`src/hw/vdp_pkg.sv`:
```
package vdp_pkg;

  localparam int data_width     = 64;
  localparam int spm_words      = 32;
  localparam int spm_addr_width = 5;
  localparam int max_len        = 8;

  // Register indices, low 3 bits of the command address.
  localparam logic [2:0] reg_a_ptr   = 3'd0;
  localparam logic [2:0] reg_b_ptr   = 3'd1;
  localparam logic [2:0] reg_len     = 3'd2;
  localparam logic [2:0] reg_start   = 3'd3;
  localparam logic [2:0] reg_status  = 3'd4;
  localparam logic [2:0] reg_res_ptr = 3'd5;

  localparam int status_done_bit = 0; // Sticky, cleared by start.
  localparam int status_busy_bit = 1;

  typedef logic [data_width-1:0]     data_t;
  typedef logic [spm_addr_width-1:0] spm_addr_t;
  typedef logic [3:0]                vec_len_t;  // Holds 1..max_len.

  typedef enum logic [2:0] {
    e_idle,
    e_fetch_a,
    e_wait_a,
    e_fetch_b,
    e_wait_b,
    e_write,
    e_done
  } engine_state_e;

endpackage

```
`src/hw/spm_arbiter.sv`:
```
`timescale 1ns/10ps

module spm_arbiter (
  input  logic               clk_i,
  input  logic               reset_i,
  input  logic               host_req_i,
  input  logic               host_we_i,
  input  vdp_pkg::spm_addr_t host_addr_i,
  input  vdp_pkg::data_t     host_wdata_i,
  input  logic               eng_req_i,
  input  logic               eng_we_i,
  input  vdp_pkg::spm_addr_t eng_addr_i,
  input  vdp_pkg::data_t     eng_wdata_i,
  output logic               eng_gnt_o,
  output logic               mem_v_o,
  output logic               mem_we_o,
  output vdp_pkg::spm_addr_t mem_addr_o,
  output vdp_pkg::data_t     mem_wdata_o,
  input  vdp_pkg::data_t     mem_rdata_i,
  output vdp_pkg::data_t     rdata_o,
  output logic               host_rvalid_o,
  output logic               eng_rvalid_o
);

  assign eng_gnt_o   = eng_req_i && !host_req_i; // Host always wins.
  assign mem_v_o     = host_req_i || eng_req_i;
  assign mem_we_o    = host_req_i ? host_we_i : eng_we_i;
  assign mem_addr_o  = host_req_i ? host_addr_i : eng_addr_i;
  assign mem_wdata_o = host_req_i ? host_wdata_i : eng_wdata_i;

  // Owner of the read issued last cycle.
  always_ff @(posedge clk_i) begin
    if (reset_i) begin
      host_rvalid_o <= 1'b0;
      eng_rvalid_o  <= 1'b0;
    end else begin
      host_rvalid_o <= host_req_i && !host_we_i;
      eng_rvalid_o  <= eng_gnt_o && !eng_we_i;
    end
  end

  assign rdata_o = mem_rdata_i;

  // A stalled engine request stays put until granted.
  a_eng_holds: assert property (@(posedge clk_i) disable iff (reset_i)
    (eng_req_i && !eng_gnt_o) |=> eng_req_i && $stable(eng_we_i) &&
                                  $stable(eng_addr_i) && $stable(eng_wdata_i));

endmodule

```
`config.mk`:
```
export PLATFORM = sky130hd
export DESIGN_NAME = spm_arbiter
export DESIGN_NICKNAME = d
export VERILOG_FILES = /design/src/hw/vdp_pkg.sv /design/src/hw/spm_arbiter.sv
export SDC_FILE = /design/constraint.sdc
export NUM_CORES = 1
export LEC_CHECK = 0
export BUFFER_PORTS_ARGS = -buffer_cell sky130_fd_sc_hd__buf_2
export CAP_MARGIN = 20
export CORE_AREA = 8 8 127 129
export CTS_CLUSTER_DIAMETER = 100
export DETAILED_ROUTE_END_ITERATION = 8
export DIE_AREA = 0 0 135 137
export PLACE_DENSITY_LB_ADDON = 0.12
export SYNTH_ARGS = -nofsm -noshare
export SYNTH_HDL_FRONTEND = slang
export SYNTH_SLANG_ARGS = --single-unit
```
`constraint.sdc`:
```
create_clock -name clk_i -period 1.9 [get_ports clk_i]
set_clock_uncertainty 0.05 [all_clocks]
set_input_delay 0.19 -clock clk_i [delete_from_list [all_inputs] [get_ports clk_i]]
set_output_delay 0.19 -clock clk_i [all_outputs]
set_load 0.05 [all_outputs]
```
# == Word level (Yosys, flattened, before mapping) ==
# Cells that the tools add are included.
# totals
mem_bits_ro,0
wordCells,12
latch_bits,0
register_bits,2
in_bits,208
mem_bits_rw,0
mem_count,0
output_inout_bits,138
# classes
reduce_logical,7
div,0
n_bitwise,0
n_eq_ne,0
mux,3
n_lt_le_gt_ge,0
shifts,0
n_mul,0
n_addsub,0
# op_table
cell,n
64-bit two-way mux,1
5-bit two-way mux,1
1-bit logical AND,3
1-bit logical NOT,3
1-bit logical OR,1
1-bit two-way mux,1

# == Logic depth before layout (Yosys ltp) ==
# logic_depth
word_depth,3
depth_mapped,3
depth_no_buf,1

# == Worst setup path after synthesis ==
# OpenSTA, ideal clock, no wires.
# synth_timing
path_kind,input port to output port
from,input port host_req_i
to,output port eng_gnt_o
n_path_buf,2
setup_slack_ps,498
cell_stages,3
arrival_ps,1162
t_required_ps,1660
cell_sequence,buf_6 -> buf_6 -> nor2b_1
# synth_via
elab_chain_len,2
# synth_lines
item,line,text
from (decl),spm_arbiter.sv:6,"input logic host_req_i,"
1-bit logical NOT,spm_arbiter.sv:25,assign eng_gnt_o = eng_req_i && !host_req_i;
1-bit logical AND,spm_arbiter.sv:25,
to (decl),spm_arbiter.sv:14,"output logic eng_gnt_o,"
# Every way passes these cells.

# == Worst setup path after layout ==
# layout_timing
from,input port host_req_i
to,output port mem_addr_o[0]
# layout_via
elab_chain_len,1
# layout_lines
item,line,text
5-bit two-way mux,spm_arbiter.sv:28,assign mem_addr_o = host_req_i ? host_addr_i : eng_addr_i;
to (decl),spm_arbiter.sv:17,"output vdp_pkg::spm_addr_t mem_addr_o,"
# Every way passes these cells.

==> qor.csv <==
metric,value,unit
status,"finished, final reports clean",
rows,44,
dr.pass1.iters,2,
worstPathArrival,1.25,ns
cp_max_fo,26,
maxCapViolations,0,
grt_pass1_wl,9980,microns
grt_overflow,0,
pre_cts_slack,0.378,ns
p_per_area,517,nW/um^2
post_cts_resized,0,
crit_required,1.66,ns
start_util,11.6,%
min_period,1.49,ns
portBuffers,217,
yosysWarnings,0,
finalSetupViolCount,0,
totalWireLength,7480,microns
clock_sinks,2,
die_h,137,microns
die_area,18500,sq um
final_cell_area,2530,sq um
synth_top_family_by_area,multiplexers,
hold_class,in2reg,
syn_area,1640,sq um
cts_hold_buf,0,
fp.coreArea,14200,sq um
placed_cell_area,2450,sq um
worstSetupPathType,in2out,
synthXorXnorAreaFrac,0,%
p_sw,641,uW
grt.total_usage,6.87,%
finalSetupTns,0,ns
power.internal,666,uW
drcViolationCount,0,
clkTransAtPathRegs,0.03,ns
cts_made_buffers,3,
cts_setup_buffers,0,
combPwrFrac,72.8,%
swShare,49.0,%
seq_area_frac_synth,2.44,%
drive_gt1_share,98.7,%
synthAdderAreaFrac,0,%
place_congestion,0.723,
ir_worst_vdd,186,uV
finalHoldViolations,0,
finalCritPeriodShare,78.6,%
nNetsFinal,510,
synthCells,148,
synthMuxAreaShare,60.8,%
p_leak,0.00146,uW
crit_path_end_kind,output port,
via_per_inst,3.35,
synth-simple-area-share,2.44,%
max_slew_margin,81.6,%
num_vias,1620,
fmax,670,MHz
finalWorstSetupSlack,0.407,ns
drv_slew,0,
dp_hpwl,6850,microns
grt_pass1_vias,1781,
synth_seq_cells,2,
antenna_left,0,
root_buffer,clkbuf_16,
die_x,135,microns
grt_max_degree,27,
pwr-share-seq,3.4,%
cp-start-kind,primary input,
antenna_cells,0,
detail_route.wl_per_cell,15.5,microns
rsz0062_at_grt,no,
synth_area_per_cell,11.1,sq um
min_delay_path_depth,2,
antenna_found_initial,0,
power,1310,uW
pwr-share-clk,23.9,%
syn-num-nets,356,
io_pins,346,
tightest_slew,0.278,ns
cts.htree.levels,1,
tritoncts,yes,
max-clock-path-buffers,2,
synth_compound_area_share,0,%
yosysUniqueCellTypes,10,
drt_iter0_drc,25,
area_growth,53.8,%
==> cells in the final DEF, fill, tap and decap left out <==
| master | synthesis | layout |
|---|---|---|
| buf_4 | 64 | 3 |
| clkbuf_16 | 0 | 3 |
| mux2_2 | 14 | 14 |
| mux2_4 | 56 | 56 |
| or2_1 | 1 | 1 |
| nor3b_2 | 1 | 1 |
| buf_2 | 1 | 216 |
| nor4b_2 | 1 | 1 |
| buf_12 | 0 | 2 |
| nor2b_1 | 1 | 1 |
| dfxtp_1 | 2 | 2 |
==> path summary, 6_finish.rpt <==
path | to | from
worst max-delay path | mem_addr_o[0] | host_req_i
worst min-delay path | host_rvalid_o | reset_i
==> sequential cells by signal (all words and copies together), names as in the netlist <==
register and flops:
eng_rvalid_o 1, host_rvalid_o 1
==> power by group through the flow <==
stage	clock network, uW	logic, uW	registers, uW
after global placement	0	966	44.5
after CTS	317	967	44.0
after global routing	320	999	44.1
after floorplan	0	1050	49.6
after detailed placement	0	965	44.6
final	312	951	44.0
==> worst max-delay path, cell delays in order <==
cell    delay, ns
buf_4        0.23
buf_12       0.25
mux2_2       0.36
buf_2        0.21
==> cell type report <==
| type | instances | area (sq um) |
|---|---|---|
| fillers | 1627 | 11700 |
| clock buffers | 3 | 75.1 |
| multi-input cells | 74 | 1040 |
| well taps | 184 | 230 |
| repair buffers | 221 | 1140 |
| flip-flops and latches | 2 | 40.0 |
==> layer usage <==
| metal | GRT usage (%) | up-vias | routed length (microns) |
|---|---|---|---|
| met1 | 5.65 | 711 | 2240 |
| met2 | 13.9 | 126 | 3960 |
| li1 | - | 751 | - |
| met4 | 3.39 | 0 | 279 |
| met5 | 0 | - | 0 |
| met3 | 2.57 | 32 | 999 |
==> cells by family (layout without fill, tap and decap cells) <==
| logic type | count (synthesis) | count (layout) |
|---|---|---|
| buffers and inverters | 72 | 224 |
| muxes | 70 | 70 |
| and+or+nand+nor | 4 | 4 |
| DFF | 2 | 2 |
==> synth_stat cells, drive strengths merged <==
| cell type | instances | area (sq um) |
|---|---|---|
| nor2b | 1 | 6.26 |
| dfxtp | 2 | 40.0 |
| buf | 72 | 564 |
| nor3b | 1 | 12.5 |
| or2 | 1 | 6.26 |
| mux2 | 70 | 998 |
| nor4b | 1 | 15.0 |
==> per-stage QoR <==
stage / utilization (%) / hold slack, ns / cells
detailed placement: 17.3 / 0.330 / 481
finish: 17.8 / 0.119 / 484
global placement: 17.3 / 0.330 / 481
global route: 17.8 / 0.125 / 484
floorplan: - / 0.209 / 148
CTS: 17.8 / 0.117 / 484
Power figures use the tool's default switching activity.
