$ cat config.mk
export PLATFORM = sky130hd
export DESIGN_NAME = vdp_csr_file
export DESIGN_NICKNAME = d
export VERILOG_FILES = /design/src/hw/vdp_pkg.sv /design/src/hw/vdp_csr_file.sv
export SDC_FILE = /design/constraint.sdc
export NUM_CORES = 1
export LEC_CHECK = 0
export BUFFER_PORTS_ARGS = -buffer_cell sky130_fd_sc_hd__buf_2
export CORE_AREA = 2 2 119 121
export CTS_CLUSTER_SIZE = 8
export DETAILED_ROUTE_END_ITERATION = 12
export DIE_AREA = 0 0 121 123
export MAX_ROUTING_LAYER = met4
export PLACE_DENSITY_LB_ADDON = 0.2
export SLEW_MARGIN = 15
export SYNTH_ARGS = -nofsm -noshare
export SYNTH_HDL_FRONTEND = slang
export SYNTH_SLANG_ARGS = --single-unit
$ cat constraint.sdc
create_clock -name clk_i -period 2.44 [get_ports clk_i]
set_clock_uncertainty 0.15 [all_clocks]
set_input_delay 0.366 -clock clk_i [delete_from_list [all_inputs] [get_ports clk_i]]
set_output_delay 0.366 -clock clk_i [all_outputs]
set_load 0.01 [all_outputs]
$ cat src/hw/vdp_pkg.sv
package vdp_pkg;

  localparam int data_width     = 64;
  localparam int spm_words      = 32;
  localparam int spm_addr_width = 5;
  localparam int max_len        = 8;

  // Register indices, low 3 bits of the command address.
  localparam logic [2:0] reg_a_ptr   = 3'd0;
  localparam logic [2:0] reg_b_ptr   = 3'd1;
  localparam logic [2:0] reg_len     = 3'd2;
  localparam logic [2:0] reg_start   = 3'd3;
  localparam logic [2:0] reg_status  = 3'd4;
  localparam logic [2:0] reg_res_ptr = 3'd5;

  localparam int status_done_bit = 0; // Sticky, cleared by start.
  localparam int status_busy_bit = 1;

  typedef logic [data_width-1:0]     data_t;
  typedef logic [spm_addr_width-1:0] spm_addr_t;
  typedef logic [3:0]                vec_len_t;  // Holds 1..max_len.

  typedef enum logic [2:0] {
    e_idle,
    e_fetch_a,
    e_wait_a,
    e_fetch_b,
    e_wait_b,
    e_write,
    e_done
  } engine_state_e;

endpackage

$ cat src/hw/vdp_csr_file.sv
`timescale 1ns/10ps

module vdp_csr_file (
  input  logic               clk_i,
  input  logic               reset_i,
  input  logic               cmd_v_i,
  input  logic               cmd_we_i,
  input  logic               cmd_spm_i,
  input  vdp_pkg::spm_addr_t cmd_addr_i,
  input  vdp_pkg::data_t     cmd_wdata_i,
  output logic               resp_v_o,
  output vdp_pkg::data_t     resp_rdata_o,
  output logic               host_req_o,
  output logic               host_we_o,
  output vdp_pkg::spm_addr_t host_addr_o,
  output vdp_pkg::data_t     host_wdata_o,
  input  logic               host_rvalid_i,
  input  vdp_pkg::data_t     rdata_i,
  output logic               start_o,
  output vdp_pkg::spm_addr_t a_ptr_o,
  output vdp_pkg::spm_addr_t b_ptr_o,
  output vdp_pkg::spm_addr_t res_ptr_o,
  output vdp_pkg::vec_len_t  len_o,
  input  logic               busy_i,
  input  logic               done_i
);
  import vdp_pkg::*;

  logic [2:0] reg_idx;
  logic       reg_wr;
  logic       start_n;
  logic       done_r;
  logic       resp_v_r;
  data_t      resp_data_r;
  data_t      rd_data;
  vec_len_t   len_clamped;

  assign reg_idx = cmd_addr_i[2:0];
  assign reg_wr  = cmd_v_i && cmd_we_i && !cmd_spm_i;
  assign start_n = reg_wr && (reg_idx == reg_start) && (cmd_wdata_i != '0) && !busy_i;

  always_comb begin
    if (cmd_wdata_i == '0)
      len_clamped = vec_len_t'(1);
    else if (cmd_wdata_i > data_t'(max_len))
      len_clamped = vec_len_t'(max_len);
    else
      len_clamped = vec_len_t'(cmd_wdata_i);
  end

  always_comb begin
    rd_data = '0;
    case (reg_idx)
      reg_a_ptr:   rd_data = data_t'(a_ptr_o);
      reg_b_ptr:   rd_data = data_t'(b_ptr_o);
      reg_len:     rd_data = data_t'(len_o);
      reg_res_ptr: rd_data = data_t'(res_ptr_o);
      reg_status: begin
        rd_data[status_done_bit] = done_r;
        rd_data[status_busy_bit] = busy_i;
      end
      default:     rd_data = '0; // Start is write-only.
    endcase
  end

  always_ff @(posedge clk_i) begin
    if (reset_i) begin
      a_ptr_o    <= '0;
      b_ptr_o    <= '0;
      res_ptr_o  <= '0;
      len_o      <= vec_len_t'(1);
      start_o    <= 1'b0;
      done_r     <= 1'b0;
      resp_v_r   <= 1'b0;
      host_req_o <= 1'b0;
    end else begin
      if (reg_wr && reg_idx == reg_a_ptr) a_ptr_o <= spm_addr_t'(cmd_wdata_i);
      if (reg_wr && reg_idx == reg_b_ptr) b_ptr_o <= spm_addr_t'(cmd_wdata_i);
      if (reg_wr && reg_idx == reg_res_ptr) res_ptr_o <= spm_addr_t'(cmd_wdata_i);
      if (reg_wr && reg_idx == reg_len) len_o <= len_clamped;
      start_o <= start_n;
      if (start_o)
        done_r <= 1'b0;
      else if (done_i)
        done_r <= 1'b1;
      resp_v_r   <= cmd_v_i && !(cmd_spm_i && !cmd_we_i); // SPM reads answer later.
      host_req_o <= cmd_v_i && cmd_spm_i;
    end
  end

  always_ff @(posedge clk_i) begin
    if (cmd_v_i) begin
      resp_data_r  <= (cmd_we_i || cmd_spm_i) ? '0 : rd_data;
      host_we_o    <= cmd_we_i;
      host_addr_o  <= cmd_addr_i;
      host_wdata_o <= cmd_wdata_i;
    end
  end

  assign resp_v_o     = resp_v_r || host_rvalid_i;
  assign resp_rdata_o = host_rvalid_i ? rdata_i : resp_data_r;

  // Host must wait for the read response before its next command.
  a_no_cmd_during_read: assert property (@(posedge clk_i) disable iff (reset_i)
    (host_req_o && !host_we_o) |-> !cmd_v_i);

endmodule

Word level (Yosys, flattened, before mapping). Cells that the tools add are included.

Register bits: 157. Bits of input ports: 141. Output and inout bits: 156. Word-level logic and storage cells: 45.

Magnitude comparators: 1. Equal/unequal tests: 5. Mux-type cells: 5. Reductions and logical operators: 22.

Operators with widths (count): $gt A64 B4 Y1 const B (1); $logic_not A64 Y1 (1); $mux W64 (1); $reduce_bool A64 Y1 (1); $logic_and A1 B1 Y1 (12); $pmux W3 S4 (1); $pmux W2 S5 (1); $mux W4 (2); $eq A3 B2 Y1 const B (2); $eq A3 B3 Y1 const B (2); $logic_not A1 Y1 (4); $eq A3 B1 Y1 const B (1); $logic_not A3 Y1 (1); $logic_or A1 B1 Y1 (2); $reduce_or A2 Y1 (1).

Depth between registers and ports, before layout. Gate-level depths: netlist (run 1).

Depth in word-level cells: 5. Mapped depth: 7.

Least setup slack after synthesis (run 1). Ideal clock, no wire load.

Path type: input port to flip-flop. Start point: input cmd_wdata_i[23]. End point: register start_o. Library setup time: 125 ps. Arrival time: 1514 ps. Required time: 2165 ps. Path slack: 651 ps. Stages on the path: 4. Buffers on the path: 0. Path through: or4_4 -> nor4_4 -> nand4_2 -> o41a_1.

Longest elaborated chain between the ends: 3.

RTL lines: from (decl) (RTL line vdp_csr_file.sv:10) `input vdp_pkg::data_t cmd_wdata_i,`; $reduce_bool A64 Y1 (RTL line vdp_csr_file.sv:40) `assign start_n = reg_wr && (reg_idx == reg_start) && (cmd_wdata_i != '0) && !busy_i;`; $logic_and A1 B1 Y1 (2 in a row) (RTL line vdp_csr_file.sv:40); to (signal assigned) (RTL line vdp_csr_file.sv:81) `start_o <= start_n;`; to (decl) (RTL line vdp_csr_file.sv:19) `output logic start_o,`.

Every way passes these cells. A chain may end at the register's enable or synchronous reset.

Final worst setup path (run 1).
Start point: input cmd_wdata_i[51]. End point: register start_o.

The elaborated chain is that of the path after synthesis.

==> results.cfg, run 1 <==
[cells_and_area]
drive_above_1_share = 0.549
nets = 728
final_cells = 772
num_antenna_cells = 0
mostFrequentLayoutCell = buf_2
nFillCells = 1328
synthToLayoutAreaGrowth_pct = 50.3
mostFrequentLayoutCells = buf_2, edfxtp_1, and2_1

[critical_path]
crit_fanout = 5
slowest_stage = nor3_1
r2r_cells = 4
slowest_delay_ns = 0.38
path_cells = buf_2 -> nor4_1 -> nand4_1 -> nor3_1 -> nand4_2 -> o41a_1
crit_path_start = cmd_wdata_i[51]
reg2reg_from = res_ptr_o[0]
worstSetupEndpointType = flop
arrival_ns = 2.00
startpoint_type = input port
crit_type = in -> reg
required_ns = 2.52

[cts]
cts_hold_buf = 0
root_buffer = clkbuf_16
htreeDepth = 3
clock_path_buffers = 2
cts_tree = done
numCtsBuffers = 9
post_cts_buffers = 0
cts.repair.resized = 0
clk_latency_ns = 0.35
cts.sinks = 98
clk_pin_slew_ns = 0.07

[timing]
fin_crit_sh = 0.786
max_freq_mhz = 522
worst_pin_slew_ns = 0.916
hold_violations = 0
tns_ns = 0
finalSetupViolCount = 0
grt_setup_unrepaired = no
slew_headroom = 0.389
slew_viol_final = 0
setup_ws_ns = 0.523
min_period_ns = 1.92

[routing]
via_per_inst = 4.51
wl_met2_um = 6920
drt_first_pass_iters = 4
drtAntennaViolNets = 0
drt-initial-drc-count = 144
routedLengthMet1_um = 4840
drc = 0
vias = 3482
top_layer_used = met4
wl_met3_um = 926
wl_um = 13000
wire_per_inst_um = 16.9

[synth]
synth.distinct_cells = 40
yosysWarningCount = 0
synth_seq_cells = 98
synth_area_leaders = edfxtp_1, dfxtp_1, and2_1, mux2i_1, nor4_4
synth_nets = 431
synth_top_area_frac = 0.562
syn_area_um2 = 4000
synth_cells = 290
ys.flop_type = edfxtp_1
ys_async_sr_fraction = 0
synth_area_leader_cell = edfxtp_1
synth_enable_flop_cells = 75
ys_seq_area_frac = 0.678
synth.avg_cell_area_um2 = 13.8

[pwr]
p_per_area_nw_per_um2 = 665
vdd_drop_max_uv = 408
p_leak_nw = 2.80

[global_routing]
grt_pass1_wl_um = 18100
gr-total-overflow = 0
antenna_found_initial = 0
grt_max_degree = 70
grt_pass1_vias = 3253
grt_use_total = 0.171

[min_path]
holdPathStages = 1
min_from = cmd_addr_i[3]
hp-class = in -> reg

[run_status]
status = completed

[floorplanning]
placementRows = 43
num_io_pins = 297
die_area_um2 = 14900
die_w_um = 121
die_h_um = 123
coreArea_um2 = 13600
start_util = 0.294

[place]
place_ws_ns = 0.144
io_buffers = 296
placedCellCount = 756
gp_congestion = 0.786
hpwl_um = 10300

[flow_run]
maxCapViolations = 0
[cell usage after synthesis (all sizes together), types with 2 or more instances]
| library cell | instances |
|---|---|
| a21oi | 4 |
| a22oi | 2 |
| a31oi | 3 |
| and2 | 60 |
| buf | 4 |
| clkbuf | 10 |
| dfxtp | 23 |
| edfxtp | 75 |
| inv | 2 |
| mux2 | 7 |
| mux2i | 15 |
| nand2 | 9 |
| nand3 | 3 |
| nand3b | 3 |
| nand4 | 4 |
| nor2 | 22 |
| nor2b | 3 |
| nor3 | 5 |
| nor4 | 15 |
| o21ai | 2 |
| o2bb2ai | 2 |
| o32ai | 2 |
| or2 | 3 |
[path summary, 6_finish.rpt]
check             slack [ns]              to
hold reg to reg         0.29          done_r
setup / recovery        0.52         start_o
hold / removal          0.04  host_addr_o[3]
setup reg to reg        0.85  resp_data_r[0]
[cell families after synthesis]
| family | share of synthesized area |
|---|---|
| AND/OR/NAND/NOR | 0.209 |
| multiplexers | 0.0628 |
| buffers and inverters | 0.0169 |
| AO/OA/AOI/OAI | 0.0334 |
| flip-flops | 0.677 |
[layout make-up]
class | count | area (µm²) | share of cell area
Sequential cell | 98 | 2710 | 0.451
Timing Repair Buffer | 300 | 1530 | 0.254
Multi-Input combinational cell | 176 | 1220 | 0.203
Clock buffer | 9 | 225 | 0.0374
Tap cell | 180 | 225 | 0.0374
Clock inverter | 7 | 98.8 | 0.0164
Inverter | 2 | 7.51 | 0.00125
[where the power goes]
group,switching (mW),leakage [nW],internal (mW),total (mW)
Combinational,0.291,1.71,0.232,0.523
Clock,0.641,0.162,0.907,1.55
Sequential,0.0243,0.923,1.91,1.93
Total,0.957,2.80,3.05,4.00
[sequential cells by signal, indices dropped and copies added, names as in the netlist]
signal,flops
host_wdata_o,64
resp_data_r,5
b_ptr_o,5
len_o,4
res_ptr_o,5
resp_v_r,1
host_addr_o,5
host_req_o,1
start_o,1
a_ptr_o,5
host_we_o,1
done_r,1
[metrics by stage]
| step | utilization | power, mW | hold slack, ns | cell area (µm²) |
|---|---|---|---|---|
| 2_1_floorplan | - | 2.15 | 0.315 | 4000 |
| 3_3_place_gp | 0.418 | 2.49 | 0.290 | 5700 |
| 3_5_place_dp | 0.418 | 2.50 | 0.275 | 5700 |
| 4_1_cts | 0.442 | 4.06 | 0.0230 | 6020 |
| 5_1_grt | 0.442 | 4.16 | 0.0284 | 6020 |
| 6_report | 0.442 | 4.00 | 0.0382 | 6020 |
[layer usage]
metal / global-route usage / vias up
met4: 0.0872 / 0
met2: 0.298 / 161
met3: 0.0374 / 20
li1: - / 1658
met5: - / -
met1: 0.184 / 1643
[critical path: cells and delay by family]
| kind | cells | cell delay, ns |
|---|---|---|
| AO/OA/AOI/OAI | 1 | 0.35 |
| AND/OR/NAND/NOR | 4 | 1.16 |
| buffers and inverters | 1 | 0.11 |
Note: power is estimated with default switching activity, not from simulation.
==> run 2: changes to the inputs <==
--- a/config.mk
+++ b/config.mk
@@ -5,11 +5,12 @@
 export SDC_FILE = /design/constraint.sdc
 export NUM_CORES = 1
 export LEC_CHECK = 0
+export ABC_AREA = 1
 export BUFFER_PORTS_ARGS = -buffer_cell sky130_fd_sc_hd__buf_2
-export CORE_AREA = 2 2 119 121
+export CORE_AREA = 2 2 120 122
 export CTS_CLUSTER_SIZE = 8
 export DETAILED_ROUTE_END_ITERATION = 12
-export DIE_AREA = 0 0 121 123
+export DIE_AREA = 0 0 122 124
 export MAX_ROUTING_LAYER = met4
 export PLACE_DENSITY_LB_ADDON = 0.2
 export SLEW_MARGIN = 15
==> constraint.sdc (replaced) <==
create_clock -name clk_i -period 1.9 [get_ports clk_i]
set_clock_uncertainty 0.15 [all_clocks]
set_input_delay 0.285 -clock clk_i [delete_from_list [all_inputs] [get_ports clk_i]]
set_output_delay 0.285 -clock clk_i [all_outputs]
set_load 0.01 [all_outputs]
==> run 2 against run 1 <==
Sequential power is 28% higher; area after synthesis is 2.5% higher; worst hold slack worse by 0.017 ns; total power is 30% higher; critical path depth is 5 higher; register-to-register slack worse by 0.18 ns; setup slack worse by 0.40 ns; clock power is 23% higher; sequential share of layout area is 5.2 points lower; first-iteration DRC count is 13% higher; count of clock-buffer cells in the layout stayed put; critical endpoint is now len_o[2].
==> results.cfg, run 2 <==
[global_routing]
grt_pass1_wl_um = 19200
antenna_found_initial = 0
grt_use_total = 0.172
grt_pass1_vias = 3875
gr-total-overflow = 0
grt_max_degree = 57

[synth]
syn_area_um2 = 4100
synth_nets = 570
synth_seq_cells = 98
synth_top_area_frac = 0.549
synth_enable_flop_cells = 75
synth_area_leader_cell = edfxtp_1
ys_seq_area_frac = 0.661
synth.distinct_cells = 27
synth_cells = 429
yosysWarningCount = 0
synth.avg_cell_area_um2 = 9.57
synth_area_leaders = edfxtp_1, nand2_1, dfxtp_1, inv_1, nor2_1
synth_commonest_cells = nand2_1, edfxtp_1, inv_1
ys_async_sr_fraction = 0
synth.most_common_cell = nand2_1
ys.flop_type = edfxtp_1

[timing]
slew_headroom = 0.668
min_period_ns = 1.78
max_freq_mhz = 562
tns_ns = 0
finalSetupViolCount = 0
whs_ns = 0.0213
worst_pin_slew_ns = 0.498
fin_crit_sh = 0.937
setup_ws_ns = 0.119
hold_violations = 0
slew_viol_final = 0

[critical_path]
crit_type = in -> reg
crit_path_frequent_cell = nand2_1
crit_buf_inv = 2
required_ns = 2.02
crit_fanout = 3
slowest_stage = dlygate4sd3_1
critical-path-top-delay-family = simple AND/OR/NAND/NOR gates
path_cells = dlygate4sd3_1 -> buf_2 -> nor2_1 -> nand2_1 -> nor2_1 -> nand2_1 -> nor2_4 -> nand2_1 -> nand2_2 -> nand3_1 -> a21oi_1
slowest_delay_ns = 0.54
startpoint_type = input port
worstSetupEndpointType = flop
arrival_ns = 1.90

[floorplanning]
die_w_um = 122
placementRows = 43
coreArea_um2 = 13700
num_io_pins = 297
die_area_um2 = 15100
die_h_um = 124
start_util = 0.299

[cts]
numCtsBuffers = 9
post_cts_buffers = 0
clk_latency_ns = 0.34
cts.sinks = 98
clock_path_buffers = 2
root_buffer = clkbuf_16
clk_pin_slew_ns = 0.07
cts_tree = done
htreeDepth = 3

[routing]
wire_per_inst_um = 13.9
drtAntennaViolNets = 0
drc = 0
drt_first_pass_iters = 6
via_per_inst = 4.21
vias = 4131
wl_um = 13600
drt-initial-drc-count = 163

[cells_and_area]
num_antenna_cells = 0
nets = 937
drive_above_1_share = 0.427
mostFrequentLayoutCell = buf_2
largest_reg_flops = 64
synthToLayoutAreaGrowth_pct = 65.9
regMostFlops = host_wdata_o
final_cells = 981
mostFrequentLayoutCells = buf_2, nand2_1, edfxtp_1

[run_status]
status = completed

[flow_run]
maxCapViolations = 0

[pwr]
p_per_area_nw_per_um2 = 762
vdd_drop_max_uv = 657
p_leak_nw = 3.61
fin_total_pwr_mw = 5.19

[place]
io_buffers = 296
place_ws_ns = 0.272
placedCellCount = 901
gp_congestion = 0.824
hpwl_um = 10500

[min_path]
hp-class = in -> reg
run 2: cell type report:
class / instances / area [µm²]
Clock buffer: 9 / 225
Clock inverter: 7 / 91.3
Fill cell: 1308 / 6910
Inverter: 81 / 304
Multi-Input combinational cell: 242 / 1070
Sequential cell: 98 / 2710
Tap cell: 180 / 225
Timing Repair Buffer: 364 / 2180
run 2: path summary, 6_finish.rpt:
| kind | start | endpoint | slack, ns | cells after the start |
|---|---|---|---|---|
| setup reg to reg | done_r | resp_data_r[0] | 0.67 | 4 |
| hold / removal | cmd_we_i | host_we_o | 0.02 | 1 |
| setup / recovery | cmd_wdata_i[36] | len_o[2] | 0.12 | 11 |
| hold reg to reg | start_o | done_r | 0.26 | 1 |
run 2: where the power goes:
| part | switching [mW] | internal, mW |
|---|---|---|
| combinational | 0.415 | 0.377 |
| clock | 0.763 | 1.15 |
| sequential | 0.0341 | 2.45 |
| total | 1.21 | 3.98 |
run 2: logic make-up (layout without fill, tap and decap cells):
| family | Yosys count | count (layout) | synth area share |
|---|---|---|---|
| AND/OR/NAND/NOR | 204 | 204 | 0.204 |
| AO/OA/AOI/OAI | 38 | 38 | 0.0531 |
| flip-flops | 98 | 98 | 0.661 |
| buffers and inverters | 89 | 461 | 0.0820 |
run 2: timing repair:
item / 4_1_cts / 5_1_grt
hold endpoints to repair: 64 / 0
gates resized for setup: 0 / 6
setup endpoints to repair: 0 / 3
hold buffers: 64 / 0
run 2: layer usage:
layer | routed length, µm | share of wire | global-route usage | vias to the layer above
met5 | 0 | 0 | - | -
met3 | 946 | 0.069 | 0.0453 | 22
met1 | 5410 | 0.40 | 0.193 | 1856
met4 | 219 | 0.016 | 0.0575 | 0
li1 | - | - | - | 2077
met2 | 7030 | 0.52 | 0.299 | 176
run 2: worst reg2reg max path: cells and delay by family (launching register included):
kind	cells	cell delay, ns
DFF	1	0.31
and+or+nand+nor	2	0.12
AOI/OAI and AO/OA	2	0.37
run 2: through the flow:
stage | utilization | cell area (µm²)
after CTS | 0.495 | 6790
after global placement | 0.425 | 5840
final | 0.496 | 6810
after detailed placement | 0.425 | 5840
after global routing | 0.496 | 6810
after floorplan | - | 4100
==> run 3: changes to the inputs <==
--- a/config.mk
+++ b/config.mk
@@ -7,10 +7,10 @@
 export LEC_CHECK = 0
 export ABC_AREA = 1
 export BUFFER_PORTS_ARGS = -buffer_cell sky130_fd_sc_hd__buf_2
-export CORE_AREA = 2 2 120 122
+export CORE_AREA = 2 2 114 116
 export CTS_CLUSTER_SIZE = 8
 export DETAILED_ROUTE_END_ITERATION = 12
-export DIE_AREA = 0 0 122 124
+export DIE_AREA = 0 0 116 118
 export MAX_ROUTING_LAYER = met4
 export PLACE_DENSITY_LB_ADDON = 0.2
 export SLEW_MARGIN = 15
==> run 3 against run 2 <==
Critical path depth did not move; via count rose by 0.44%; clock power fell by 6%; worst hold slack improved by 0.0093 ns; first-iteration DRC count rose by 5.5%; final area fell by 0.77%; cell count fell by 0.92%; die area fell by 9.5%; combinational power barely moved; largest cell class unchanged; register-to-register slack improved by 0.03 ns; highest routed layer unchanged.
==> results.cfg, run 3 (synthesis results as in run 2) <==
[global_routing]
grt_max_degree = 77
antenna_found_initial = 0
grt_use_total = 0.201
grt_pass1_wl_um = 20300
grt_pass1_vias = 4103
gr-total-overflow = 0

[routing]
drc = 0
vias = 4149
via_per_inst = 4.27
wire_per_inst_um = 14.2
wl_um = 13800
drt-initial-drc-count = 172
drt_first_pass_iters = 4
drtAntennaViolNets = 0

[floorplanning]
die_area_um2 = 13700
start_util = 0.331
placementRows = 41
die_w_um = 116
coreArea_um2 = 12400
num_io_pins = 297
die_h_um = 118

[place]
place_ws_ns = 0.331
gp_congestion = 0.854
hpwl_um = 10400
io_buffers = 296

[flow_run]
maxCapViolations = 0

[cells_and_area]
synthToLayoutAreaGrowth_pct = 64.7
mostFrequentLayoutCells = buf_2, nand2_1, edfxtp_1
nets = 936
drive_above_1_share = 0.419
num_antenna_cells = 0
regMostFlops = host_wdata_o
largest_reg_flops = 64
mostFrequentLayoutCell = buf_2

[timing]
min_period_ns = 1.76
slew_viol_final = 0
worst_pin_slew_ns = 0.454
slew_headroom = 0.697
setup_ws_ns = 0.141
fin_crit_sh = 0.926
grt_setup_unrepaired = no
hold_violations = 0
max_freq_mhz = 569
finalSetupViolCount = 0
tns_ns = 0

[cts]
root_buffer = clkbuf_16
numCtsBuffers = 9
clock_path_buffers = 2
cts.sinks = 98
post_cts_buffers = 0
htreeDepth = 3
clk_pin_slew_ns = 0.06
clk_latency_ns = 0.35
cts_tree = done

[critical_path]
crit_type = in -> reg
worstSetupEndpointType = flop
startpoint_type = input port
crit_fanout = 3
required_ns = 2.03
arrival_ns = 1.89

[min_path]
hp-class = in -> reg

[pwr]
p_per_area_nw_per_um2 = 751
vdd_drop_max_uv = 546
p_leak_nw = 3.58

[run_status]
status = completed
==> run 3: cell types whose count changed in the layout (fill, tap and decap cells not counted) <==
cell        previous run  this run
buf_4                  3         2
clkinv_2               2         0
nor2_1                52        56
clkinv_4               1         0
nand2_2                2         1
clkinvlp_4             0         3
nor2_2                 6         2
nand2_1              131       132
clkbuf_1               0         1
bufinv_16              2         1
==> run 3: metrics by stage <==
| step | std cells | hold slack (ns) | instance area [µm²] | util | power, mW |
|---|---|---|---|---|---|
| after floorplan | 429 | 0.204 | 4100 | - | 2.78 |
| after global placement | 892 | 0.265 | 5820 | 0.469 | 3.21 |
| after global routing | 972 | 0.0299 | 6760 | 0.544 | 5.27 |
| final | 972 | 0.0306 | 6760 | 0.544 | 5.08 |
| after CTS | 972 | 0.0187 | 6750 | 0.544 | 5.12 |
| after detailed placement | 892 | 0.260 | 5820 | 0.469 | 3.22 |
==> run 3: what timing repair did <==
item                       4_1_cts  5_1_grt
resized for setup                0        1
setup endpoints to repair        0        2
hold endpoints to repair        64        0
hold buffers                    64        0
==> run 3: per-layer routing <==
metal	vias up	wire, µm	GRT usage
met2	176	7180	0.354
met5	-	0	-
met3	30	1080	0.0597
li1	2075	-	-
met1	1868	5190	0.209
met4	0	361	0.0751
==> run 3: path summary, 6_finish.rpt <==
path | slack [ns] | start | endpoint | cells after the start
setup / recovery | 0.14 | cmd_wdata_i[63] | len_o[1] | 11
hold / removal | 0.03 | cmd_wdata_i[1] | host_wdata_o[1] | 1
setup reg to reg | 0.70 | res_ptr_o[0] | resp_data_r[0] | 4
hold reg to reg | 0.26 | start_o | done_r | 1
==> run 3: cell type report <==
type / count / area [µm²]
clock inverter: 6 / 65.1
multi-input combinational: 242 / 1060
inverter: 81 / 304
tap: 172 / 215
clock buffer: 10 / 229
sequential: 98 / 2710
fill: 1125 / 5660
timing repair buffer: 363 / 2170
==> run 3: where the power goes <==
group / switching, mW / internal (mW) / total, mW
logic: 0.418 / 0.376 / 0.793
registers: 0.0331 / 2.45 / 2.48
clock network: 0.779 / 1.02 / 1.80
total: 1.23 / 3.85 / 5.08
==> run 3: worst max-delay path: stages <==
cell and delay (ns):
dlygate4sd3_1 0.54, buf_2 0.14, nor2_1 0.11, nand2_1 0.08, nor2_1 0.11, nand2_1 0.09, nor2_4 0.15, nand2_1 0.09
nand2_2 0.09, nand3_1 0.07, a21oi_1 0.13
